$ cat config.mk
export PLATFORM = sky130hd
export DESIGN_NAME = fe_top
export DESIGN_NICKNAME = d
export VERILOG_FILES = /design/src/verilog/fe_pkg.sv /design/src/verilog/fe_update_if.sv /design/src/verilog/fe_btb.sv /design/src/verilog/fe_bht.sv /design/src/verilog/fe_ras.sv /design/src/verilog/fe_pc_gen.sv /design/src/verilog/fe_top.sv
export SDC_FILE = /design/constraint.sdc
export NUM_CORES = 2
export LEC_CHECK = 0
export BUFFER_PORTS_ARGS = -buffer_cell sky130_fd_sc_hd__buf_2
export CAP_MARGIN = 15
export CORE_UTILIZATION = 44
export CTS_BUF_LIST = sky130_fd_sc_hd__clkbuf_4
export DETAILED_ROUTE_END_ITERATION = 7
export GPL_TIMING_DRIVEN = 0
export PLACE_DENSITY_LB_ADDON = 0.3
export SYNTH_ARGS = -nofsm -noshare
export SYNTH_HDL_FRONTEND = slang
export SYNTH_HIERARCHICAL = 1
export SYNTH_SLANG_ARGS = --single-unit
$ cat constraint.sdc
create_clock -name clk_i -period 6.3 [get_ports clk_i]
set_input_delay 1.26 -clock clk_i [delete_from_list [all_inputs] [get_ports clk_i]]
set_output_delay 1.26 -clock clk_i [all_outputs]
set_load 0.05 [all_outputs]
$ cat src/verilog/fe_pkg.sv
// Fetch front end shared definitions
// Address widths, predictor table geometry, credits and branch kinds
`default_nettype none

package fe_pkg;

  ////////////////////////////////////////////////////////////////////////////
  // Address space
  ////////////////////////////////////////////////////////////////////////////
  localparam int VADDR_W = 32;

  // First fetch after reset
  localparam logic [VADDR_W-1:0] RESET_PC = 32'h8000_0000;

  ////////////////////////////////////////////////////////////////////////////
  // Predictor tables
  ////////////////////////////////////////////////////////////////////////////
  // BTB index is PC[5:2], tag is PC[31:6]
  localparam int BTB_IDX_W = 4;
  localparam int BTB_TAG_W = 26;

  // 64 counters, index hashed with global history
  localparam int BHT_IDX_W = 6;
  localparam int GHIST_W   = 6;

  localparam int RAS_DEPTH = 8;
  localparam int RAS_PTR_W = 3;

  ////////////////////////////////////////////////////////////////////////////
  // Fetch flow control
  ////////////////////////////////////////////////////////////////////////////
  localparam int FETCH_CREDITS = 4;
  // Must hold 0 to FETCH_CREDITS
  localparam int CREDIT_W      = 3;

  // Control-flow kind recorded in the BTB
  typedef enum logic [1:0] {
    KIND_BR   = 2'd0,
    KIND_JAL  = 2'd1,
    KIND_CALL = 2'd2,
    KIND_RET  = 2'd3
  } branch_kind_e;

endpackage

`default_nettype wire

$ cat src/verilog/fe_update_if.sv
// Committed branch outcome bus from the PC generator to the predictor tables
// No handshake, an update is taken in any cycle with v high
`default_nettype none

interface fe_update_if;

  logic                              v;
  logic [fe_pkg::VADDR_W-1:0]        pc;
  logic [fe_pkg::VADDR_W-1:0]        tgt;
  fe_pkg::branch_kind_e              kind;
  logic                              taken;
  // Global history seen by this branch at commit
  logic [fe_pkg::GHIST_W-1:0]        hist;

  modport src (
    output v,
    output pc,
    output tgt,
    output kind,
    output taken,
    output hist
  );

  modport dst (
    input v,
    input pc,
    input tgt,
    input kind,
    input taken,
    input hist
  );

endinterface

`default_nettype wire

$ cat src/verilog/fe_btb.sv
// Direct-mapped branch target buffer
// Combinational lookup, written from committed taken branches and jumps
`default_nettype none

module fe_btb
  (input  wire                             clk_i
   , input  wire                           arst_n_i

   , input  wire [fe_pkg::VADDR_W-1:0]     lookup_pc_i
   , output logic                          hit_o
   , output fe_pkg::branch_kind_e          kind_o
   , output logic [fe_pkg::VADDR_W-1:0]    tgt_o

   , fe_update_if.dst                      upd
   );

  localparam int ENTRIES = 1 << fe_pkg::BTB_IDX_W;
  localparam int IDX_LO  = 2;
  localparam int TAG_LO  = fe_pkg::BTB_IDX_W + 2;

  logic                           valid_r [ENTRIES];
  logic [fe_pkg::BTB_TAG_W-1:0]   tag_q   [ENTRIES];
  logic [fe_pkg::VADDR_W-1:0]     tgt_q   [ENTRIES];
  fe_pkg::branch_kind_e           kind_q  [ENTRIES];

  logic [fe_pkg::BTB_IDX_W-1:0]   rd_idx;
  logic [fe_pkg::BTB_TAG_W-1:0]   rd_tag;
  logic [fe_pkg::BTB_IDX_W-1:0]   wr_idx;
  logic [fe_pkg::BTB_TAG_W-1:0]   wr_tag;
  logic                           wr_en;

  ////////////////////////////////////////////////////////////////////////////
  // Lookup
  ////////////////////////////////////////////////////////////////////////////
  assign rd_idx = lookup_pc_i[TAG_LO-1:IDX_LO];
  assign rd_tag = lookup_pc_i[fe_pkg::VADDR_W-1:TAG_LO];

  assign hit_o  = valid_r[rd_idx] && (tag_q[rd_idx] == rd_tag);
  assign kind_o = kind_q[rd_idx];
  assign tgt_o  = tgt_q[rd_idx];

  ////////////////////////////////////////////////////////////////////////////
  // Training
  ////////////////////////////////////////////////////////////////////////////
  // Not-taken conditional branches never allocate
  assign wr_en  = upd.v && (upd.taken || (upd.kind != fe_pkg::KIND_BR));
  assign wr_idx = upd.pc[TAG_LO-1:IDX_LO];
  assign wr_tag = upd.pc[fe_pkg::VADDR_W-1:TAG_LO];

  always_ff @(posedge clk_i or negedge arst_n_i)
  begin
    if (!arst_n_i)
    begin
      for (int i = 0; i < ENTRIES; i++)
      begin
        valid_r[i] <= 1'b0;
      end
    end
    else if (wr_en)
    begin
      valid_r[wr_idx] <= 1'b1;
    end
  end

  always_ff @(posedge clk_i)
  begin
    if (wr_en)
    begin
      tag_q[wr_idx]  <= wr_tag;
      tgt_q[wr_idx]  <= upd.tgt;
      kind_q[wr_idx] <= upd.kind;
    end
  end

endmodule

`default_nettype wire

$ cat src/verilog/fe_bht.sv
// Branch history table of 2-bit saturating counters
// Indexed by PC[7:2] xor global history, trained on committed branches
`default_nettype none

module fe_bht
  (input  wire                             clk_i
   , input  wire                           arst_n_i

   , input  wire [fe_pkg::VADDR_W-1:0]     lookup_pc_i
   , input  wire [fe_pkg::GHIST_W-1:0]     hist_i
   , output logic                          taken_o

   , fe_update_if.dst                      upd
   );

  localparam int ENTRIES = 1 << fe_pkg::BHT_IDX_W;
  localparam int IDX_HI  = fe_pkg::BHT_IDX_W + 1;

  // Weakly not taken
  localparam logic [1:0] CTR_INIT = 2'b01;

  logic [1:0]                     ctr_r [ENTRIES];
  logic [fe_pkg::BHT_IDX_W-1:0]   rd_idx;
  logic [fe_pkg::BHT_IDX_W-1:0]   wr_idx;
  logic                           wr_en;
  logic [1:0]                     wr_ctr;

  // Upper counter bit is the prediction
  assign rd_idx  = lookup_pc_i[IDX_HI:2] ^ hist_i;
  assign taken_o = ctr_r[rd_idx][1];

  ////////////////////////////////////////////////////////////////////////////
  // Commit-time training
  ////////////////////////////////////////////////////////////////////////////
  assign wr_en  = upd.v && (upd.kind == fe_pkg::KIND_BR);
  assign wr_idx = upd.pc[IDX_HI:2] ^ upd.hist;

  always_comb
  begin
    wr_ctr = ctr_r[wr_idx];
    if (upd.taken && (ctr_r[wr_idx] != 2'b11))
    begin
      wr_ctr = ctr_r[wr_idx] + 2'b01;
    end
    else if (!upd.taken && (ctr_r[wr_idx] != 2'b00))
    begin
      wr_ctr = ctr_r[wr_idx] - 2'b01;
    end
  end

  always_ff @(posedge clk_i or negedge arst_n_i)
  begin
    if (!arst_n_i)
    begin
      for (int i = 0; i < ENTRIES; i++)
      begin
        ctr_r[i] <= CTR_INIT;
      end
    end
    else if (wr_en)
    begin
      ctr_r[wr_idx] <= wr_ctr;
    end
  end

endmodule

`default_nettype wire

$ cat src/verilog/fe_ras.sv
// Circular return address stack
// Overflow drops the oldest entry, a pop on empty does nothing
`default_nettype none

module fe_ras
  (input  wire                             clk_i
   , input  wire                           arst_n_i

   , input  wire                           push_i
   , input  wire                           pop_i
   , input  wire [fe_pkg::VADDR_W-1:0]     push_addr_i

   , output logic [fe_pkg::VADDR_W-1:0]    top_o
   , output logic                          empty_o
   );

  localparam int CNT_W = fe_pkg::RAS_PTR_W + 1;
  localparam logic [CNT_W-1:0] CNT_FULL = CNT_W'(fe_pkg::RAS_DEPTH);

  logic [fe_pkg::VADDR_W-1:0]     stack_q [fe_pkg::RAS_DEPTH];
  logic [fe_pkg::RAS_PTR_W-1:0]   top_r;
  logic [CNT_W-1:0]               cnt_r;
  logic [fe_pkg::RAS_PTR_W-1:0]   top_inc;

  assign top_inc = top_r + 1'b1;
  assign top_o   = stack_q[top_r];
  assign empty_o = (cnt_r == '0);

  // Pointer and occupancy; push wins if both arrive together
  always_ff @(posedge clk_i or negedge arst_n_i)
  begin
    if (!arst_n_i)
    begin
      top_r <= '0;
      cnt_r <= '0;
    end
    else if (push_i)
    begin
      top_r <= top_inc;
      if (cnt_r != CNT_FULL)
      begin
        cnt_r <= cnt_r + 1'b1;
      end
    end
    else if (pop_i && !empty_o)
    begin
      top_r <= top_r - 1'b1;
      cnt_r <= cnt_r - 1'b1;
    end
  end

  always_ff @(posedge clk_i)
  begin
    if (push_i)
    begin
      stack_q[top_inc] <= push_addr_i;
    end
  end

endmodule

`default_nettype wire

$ cat src/verilog/fe_pc_gen.sv
// Fetch PC generator with credit-based issue and global branch history
// Picks redirect, BTB/BHT/RAS prediction or PC+4 for the next fetch
`default_nettype none

module fe_pc_gen
  (input  wire                             clk_i
   , input  wire                           arst_n_i

   , input  wire                           redirect_v_i
   , input  wire [fe_pkg::VADDR_W-1:0]     redirect_pc_i

   , input  wire                           upd_v_i
   , input  wire [fe_pkg::VADDR_W-1:0]     upd_pc_i
   , input  wire [fe_pkg::VADDR_W-1:0]     upd_tgt_i
   , input  fe_pkg::branch_kind_e          upd_kind_i
   , input  wire                           upd_taken_i

   , input  wire                           credit_return_i
   , output logic                          fetch_v_o
   , output logic [fe_pkg::VADDR_W-1:0]    fetch_pc_o

   , fe_update_if.src                      upd

   , input  wire                           btb_hit_i
   , input  fe_pkg::branch_kind_e          btb_kind_i
   , input  wire [fe_pkg::VADDR_W-1:0]     btb_tgt_i
   , input  wire                           bht_taken_i

   , output logic                          ras_push_o
   , output logic                          ras_pop_o
   , output logic [fe_pkg::VADDR_W-1:0]    ras_push_addr_o
   , input  wire [fe_pkg::VADDR_W-1:0]     ras_top_i
   , input  wire                           ras_empty_i

   , output logic [fe_pkg::VADDR_W-1:0]    pc_o
   , output logic [fe_pkg::GHIST_W-1:0]    hist_o
   );

  logic [fe_pkg::VADDR_W-1:0]   pc_r;
  logic [fe_pkg::VADDR_W-1:0]   pc_n;
  logic [fe_pkg::VADDR_W-1:0]   pc_plus4;
  logic [fe_pkg::VADDR_W-1:0]   pred_pc;
  logic [fe_pkg::CREDIT_W-1:0]  credit_r;
  logic [fe_pkg::CREDIT_W-1:0]  credit_n;
  logic [fe_pkg::GHIST_W-1:0]   ghist_r;
  logic                         issue;
  logic                         pred_used;

  ////////////////////////////////////////////////////////////////////////////
  // Issue and credits
  ////////////////////////////////////////////////////////////////////////////
  assign fetch_v_o  = (credit_r != '0);
  assign issue      = fetch_v_o;
  assign fetch_pc_o = pc_r;

  always_comb
  begin
    credit_n = credit_r;
    if (issue && !credit_return_i)
    begin
      credit_n = credit_r - 1'b1;
    end
    else if (!issue && credit_return_i)
    begin
      credit_n = credit_r + 1'b1;
    end
  end

  ////////////////////////////////////////////////////////////////////////////
  // Next PC
  ////////////////////////////////////////////////////////////////////////////
  assign pc_plus4 = pc_r + fe_pkg::VADDR_W'(4);

  always_comb
  begin
    pred_pc = pc_plus4;
    if (btb_hit_i)
    begin
      case (btb_kind_i)
        fe_pkg::KIND_JAL,
        fe_pkg::KIND_CALL: pred_pc = btb_tgt_i;
        fe_pkg::KIND_BR:   pred_pc = bht_taken_i ? btb_tgt_i : pc_plus4;
        fe_pkg::KIND_RET:  pred_pc = ras_empty_i ? pc_plus4 : ras_top_i;
        default:           pred_pc = pc_plus4;
      endcase
    end
  end

  // Redirect wins even with no credits; low PC bits are dropped
  always_comb
  begin
    if (redirect_v_i)
    begin
      pc_n = {redirect_pc_i[fe_pkg::VADDR_W-1:2], 2'b00};
    end
    else if (issue)
    begin
      pc_n = pred_pc;
    end
    else
    begin
      pc_n = pc_r;
    end
  end

  // A prediction overridden by redirect leaves the RAS untouched
  assign pred_used       = issue && !redirect_v_i && btb_hit_i;
  assign ras_push_o      = pred_used && (btb_kind_i == fe_pkg::KIND_CALL);
  assign ras_pop_o       = pred_used && (btb_kind_i == fe_pkg::KIND_RET) && !ras_empty_i;
  assign ras_push_addr_o = pc_plus4;

  assign pc_o   = pc_r;
  assign hist_o = ghist_r;

  ////////////////////////////////////////////////////////////////////////////
  // Commit forwarding
  ////////////////////////////////////////////////////////////////////////////
  assign upd.v     = upd_v_i;
  assign upd.pc    = upd_pc_i;
  // Word aligned so learned targets stay fetchable
  assign upd.tgt   = {upd_tgt_i[fe_pkg::VADDR_W-1:2], 2'b00};
  assign upd.kind  = upd_kind_i;
  assign upd.taken = upd_taken_i;
  assign upd.hist  = ghist_r;

  always_ff @(posedge clk_i or negedge arst_n_i)
  begin
    if (!arst_n_i)
    begin
      pc_r     <= fe_pkg::RESET_PC;
      credit_r <= fe_pkg::CREDIT_W'(fe_pkg::FETCH_CREDITS);
      ghist_r  <= '0;
    end
    else
    begin
      pc_r     <= pc_n;
      credit_r <= credit_n;
      // Only conditional branches shift history
      if (upd_v_i && (upd_kind_i == fe_pkg::KIND_BR))
      begin
        ghist_r <= {ghist_r[fe_pkg::GHIST_W-2:0], upd_taken_i};
      end
    end
  end

endmodule

`default_nettype wire

$ cat src/verilog/fe_top.sv
// Instruction fetch front end top level
// PC generator with BTB, BHT and return address stack
`default_nettype none

module fe_top
  (input  wire                             clk_i
   , input  wire                           arst_n_i

   , input  wire                           redirect_v_i
   , input  wire [fe_pkg::VADDR_W-1:0]     redirect_pc_i

   , input  wire                           upd_v_i
   , input  wire [fe_pkg::VADDR_W-1:0]     upd_pc_i
   , input  wire [fe_pkg::VADDR_W-1:0]     upd_tgt_i
   , input  fe_pkg::branch_kind_e          upd_kind_i
   , input  wire                           upd_taken_i

   , input  wire                           credit_return_i
   , output logic                          fetch_v_o
   , output logic [fe_pkg::VADDR_W-1:0]    fetch_pc_o
   );

  fe_update_if upd_if ();

  logic                          btb_hit;
  fe_pkg::branch_kind_e          btb_kind;
  logic [fe_pkg::VADDR_W-1:0]    btb_tgt;
  logic                          bht_taken;
  logic                          ras_push;
  logic                          ras_pop;
  logic [fe_pkg::VADDR_W-1:0]    ras_push_addr;
  logic [fe_pkg::VADDR_W-1:0]    ras_top;
  logic                          ras_empty;
  logic [fe_pkg::VADDR_W-1:0]    lookup_pc;
  logic [fe_pkg::GHIST_W-1:0]    ghist;

  fe_pc_gen pc_gen_i
    (.clk_i            (clk_i)
     ,.arst_n_i        (arst_n_i)
     ,.redirect_v_i    (redirect_v_i)
     ,.redirect_pc_i   (redirect_pc_i)
     ,.upd_v_i         (upd_v_i)
     ,.upd_pc_i        (upd_pc_i)
     ,.upd_tgt_i       (upd_tgt_i)
     ,.upd_kind_i      (upd_kind_i)
     ,.upd_taken_i     (upd_taken_i)
     ,.credit_return_i (credit_return_i)
     ,.fetch_v_o       (fetch_v_o)
     ,.fetch_pc_o      (fetch_pc_o)
     ,.upd             (upd_if.src)
     ,.btb_hit_i       (btb_hit)
     ,.btb_kind_i      (btb_kind)
     ,.btb_tgt_i       (btb_tgt)
     ,.bht_taken_i     (bht_taken)
     ,.ras_push_o      (ras_push)
     ,.ras_pop_o       (ras_pop)
     ,.ras_push_addr_o (ras_push_addr)
     ,.ras_top_i       (ras_top)
     ,.ras_empty_i     (ras_empty)
     ,.pc_o            (lookup_pc)
     ,.hist_o          (ghist)
     );

  fe_btb btb_i
    (.clk_i        (clk_i)
     ,.arst_n_i    (arst_n_i)
     ,.lookup_pc_i (lookup_pc)
     ,.hit_o       (btb_hit)
     ,.kind_o      (btb_kind)
     ,.tgt_o       (btb_tgt)
     ,.upd         (upd_if.dst)
     );

  fe_bht bht_i
    (.clk_i        (clk_i)
     ,.arst_n_i    (arst_n_i)
     ,.lookup_pc_i (lookup_pc)
     ,.hist_i      (ghist)
     ,.taken_o     (bht_taken)
     ,.upd         (upd_if.dst)
     );

  fe_ras ras_i
    (.clk_i        (clk_i)
     ,.arst_n_i    (arst_n_i)
     ,.push_i      (ras_push)
     ,.pop_i       (ras_pop)
     ,.push_addr_i (ras_push_addr)
     ,.top_o       (ras_top)
     ,.empty_o     (ras_empty)
     );

endmodule

`default_nettype wire

==> results list <==
- Die Area: between 100000 and 150000 µm²
* Number of placement rows: approximately 130
- In this run the tightest slew margin relative to its limit is 16.07%.
- Final Setup Violations: 0
* Global-route wire length before repair: about 230000 µm
- TritonCTS built the clock tree.
* Pwr/cell area: between 300 and 400 nW/µm²
- Sum of overflow across all layers after global routing: 0
* Total via count in the routed design: approximately 34000
- In this design, the largest share of critical-path delay is due to buffers and inverters.
* Cell Chain, Critical Path: buf_4, buf_2, clkbuf_4, clkinv_2, buf_2, mux4_2, xnor2_1, nand4_1, nor4_2, o2111a_2, clkbuf_2, clkbuf_4, nand2_2, nor3b_4, buf_2, inv_1, ha_1, a21o_1, a21oi_1, mux4_2
- Worst-Skew Late Latency: 1.29 ns
* Yosys warning total: 6
- In this run the number of H-tree levels came out at 5.
- Drt initial violations: 3667
- The HPWL after detailed placement is roughly 110000 µm.
- The critical path is of the reg -> reg type.
* Antenna violations before repair: 19
- Synthesized area: between 50000 and 60000 µm²
* Number of standard cells after synthesis: about 3200
- CTS Root Buffer Type: sky130_fd_sc_hd__clkbuf_4
* Kind of end point of the critical path: flip-flop
* Combinational cell fraction of total power: ~28%
- Net switching share of the total power: between 30% and 40%
- Layout Cell Area excl Fill: 68500 µm²
- In this run the worst path has a maximum fanout of 10.
* Vias per inst: between 5 and 6
* Final wirelength: roughly 160000 µm
- The area growth from synthesis to layout is 15.93%.
- Share of final-layout standard cells stronger than drive strength 1: 37.16%
* Core Area: approximately 130000 µm²
- PortBufs: 70
* Sw Pwr: roughly 8.6 mW
- Clock-pin slew was measured on the worst setup and hold paths at approximately 0.06 ns.
- The routed design could run at a clock period as short as approximately 6.1 ns.
* Final number of max-transition violations: 0
* Peak supply drop: 0.2839 mV
- Effective utilization at floorplan: between 40 and 50%
* Number of buffers created by CTS: 373
- STA classifies the critical path startpoint as a flip-flop.
- From left edge to right edge, the die measures approximately 370 µm.
- The min-delay analysis places its worst path in the category in -> reg.
- A synthesized cell averages about 19 µm².
* Total DRC errors in the routed layout: 0
- Final worst path period share: between 90% and 100%
- The run finished with clean final reports.
- Leaving out fill and tap cells, the most frequent cell in the layout is sky130_fd_sc_hd__edfxtp_1.
- In the final timing run, aggregate negative setup slack is 0 ns.
- Arrival time of the worst setup path: about 7.1 ns
- Routability-driven placement finished with a final weighted congestion of around 0.98.
- For this run, the detailed router's first-pass iteration total came to 6.
- Measured along the y axis, the die boundary spans between 300 and 400 µm.
* Total count of hold-check failures in the final report: 0
- The largest single stage delay on the critical path is ~0.5 ns.
- Unrepaired setup endpoints after global routing: no
- Most used cells in the layout excluding fill and tap cells: sky130_fd_sc_hd__edfxtp_1, sky130_fd_sc_hd__clkbuf_4, sky130_fd_sc_hd__mux4_2
- For the final database, setup skew stands at around 0.13 ns.
* Data required time of the worst path: between 7 and 8 ns
- Dominant cell type by count on the critical path: sky130_fd_sc_hd__buf_2
- Highest clock rate: 164.9 MHz
- Via count of the first global-routing pass: ~34000
- CP Buf/Inv Count: 9
* Fillers: around 11000
- Number of max-capacitance violations reported: 0
* Slowest library cell on the worst path: sky130_fd_sc_hd__dfrtp_1
- Entering global routing, the biggest net connects 70 pins.
- The share of total power dissipated in sequential elements is a little over two fifths.
- Relative contribution of the clock network to total power: slightly below 30%
* Largest buffer count on any clock path: 4
- Internal Power: 17.70 mW
* Average routed wire per standard cell: about 28 µm
- The count of nets left with antenna violations once routing finished came out at 0.
- Overall global routing resource usage: 24.14%
- I/O pin count: around 140
* Share of the core filled with cells in the final layout: approximately half
* Nets@finish: a little under 4000
- Placed inst area: around 64000 µm²
- For this design, the sink count on the clock tree is between 1000 and 1500.
* Leak Pwr: about 23 nW
- Transition time of the tightest slew-check pin: about 1.3 ns
## metal layers
metal,track usage (%),routed length (µm),vias to the layer above
li1,-,-,14192
met3,5.719,14110,351
met5,0,124,-
met4,9.544,4989,18
met1,32.50,65540,17490
met2,38.02,78250,1590
## sequential cells by signal, indices dropped and copies added (netlist names)
signal and cells:
ras_i/cnt_r 4, ras_i/top_r 3, pc_gen_i/fetch_pc_o 32, bht_i/ctr_r 128, btb_i/tag_q 416, pc_gen_i/hist_o 6, pc_gen_i/credit_r 3, btb_i/kind_q 32
ras_i/stack_q 256, btb_i/valid_r 16, btb_i/tgt_q 512
## tightest hold or removal path: cells and delay by family
family | cells | cell delay (ns)
AND/OR/NAND/NOR | 1 | 0.04
buffers and inverters | 1 | 0.08
AO/OA/AOI/OAI | 1 | 0.05
## through the flow
| stage | instances | hold slack, ns | total power, mW | setup slack [ns] |
|---|---|---|---|---|
| finish | 5767 | 0.2716 | 26.27 | 0.2363 |
| global route | 5766 | 0.1790 | 27.32 | 0.05471 |
| CTS | 5753 | 0.1376 | 26.35 | 0.007864 |
| detailed placement | 5115 | 0.4481 | 18.65 | -1.684 |
| global placement | 5024 | 0.4456 | 18.52 | -5.249 |
| floorplan | 3186 | 0.4337 | 16.05 | -0.6798 |
## cell type report
| class | count | area [µm²] | share of cell area, % |
|---|---|---|---|
| Clock buffer | 540 | 4054 | 5.918 |
| Clock inverter | 79 | 449.2 | 0.6558 |
| Tap cell | 1768 | 2212 | 3.230 |
| Sequential cell | 1408 | 41400 | 60.45 |
| Timing Repair Buffer | 183 | 2338 | 3.414 |
| Inverter | 47 | 177.7 | 0.2594 |
| Multi-Input combinational cell | 1478 | 16130 | 23.55 |
| Antenna cell | 11 | 27.53 | 0.04019 |
| Buffer | 253 | 1704 | 2.488 |
## power groups by stage
| stage | Sequential, mW | Combinational, mW | Clock, mW |
|---|---|---|---|
| final | 11.2 | 7.39 | 7.71 |
| after global routing | 11.2 | 7.78 | 8.32 |
| after global placement | 11.4 | 7.16 | 0 |
| after CTS | 11.2 | 7.32 | 7.86 |
| after floorplan | 11.4 | 4.68 | 0 |
| after detailed placement | 11.4 | 7.29 | 0 |
## timing repair
| item | CTS | global route |
|---|---|---|
| pin swaps | 7 | 1 |
| setup buffers | 18 | 0 |
| resized for setup | 32 | 22 |
| cloned | 0 | 0 |
| hold endpoints to repair | 40 | 0 |
| endpoints found under the setup margin | 281 | 269 |
| hold buffers | 1 | 0 |
## final timing paths
kind                                   startpoint                     end  slack, ns  depth (start not counted)
min                              redirect_pc_i[3]  pc_gen_i/fetch_pc_o[3]       0.27                          3
max reg2reg                pc_gen_i/fetch_pc_o[3]          ras_i/cnt_r[3]       0.24                         20
min reg2reg                       bht_i/ctr_r[50]         bht_i/ctr_r[50]       0.46                          2
min in group asynchronous                arst_n_i         bht_i/ctr_r[91]       0.54                          2
max                        pc_gen_i/fetch_pc_o[3]          ras_i/cnt_r[3]       0.24                         20
max in group asynchronous                arst_n_i          ras_i/cnt_r[2]       4.89                          3
(Power assumes the default switching activity.)
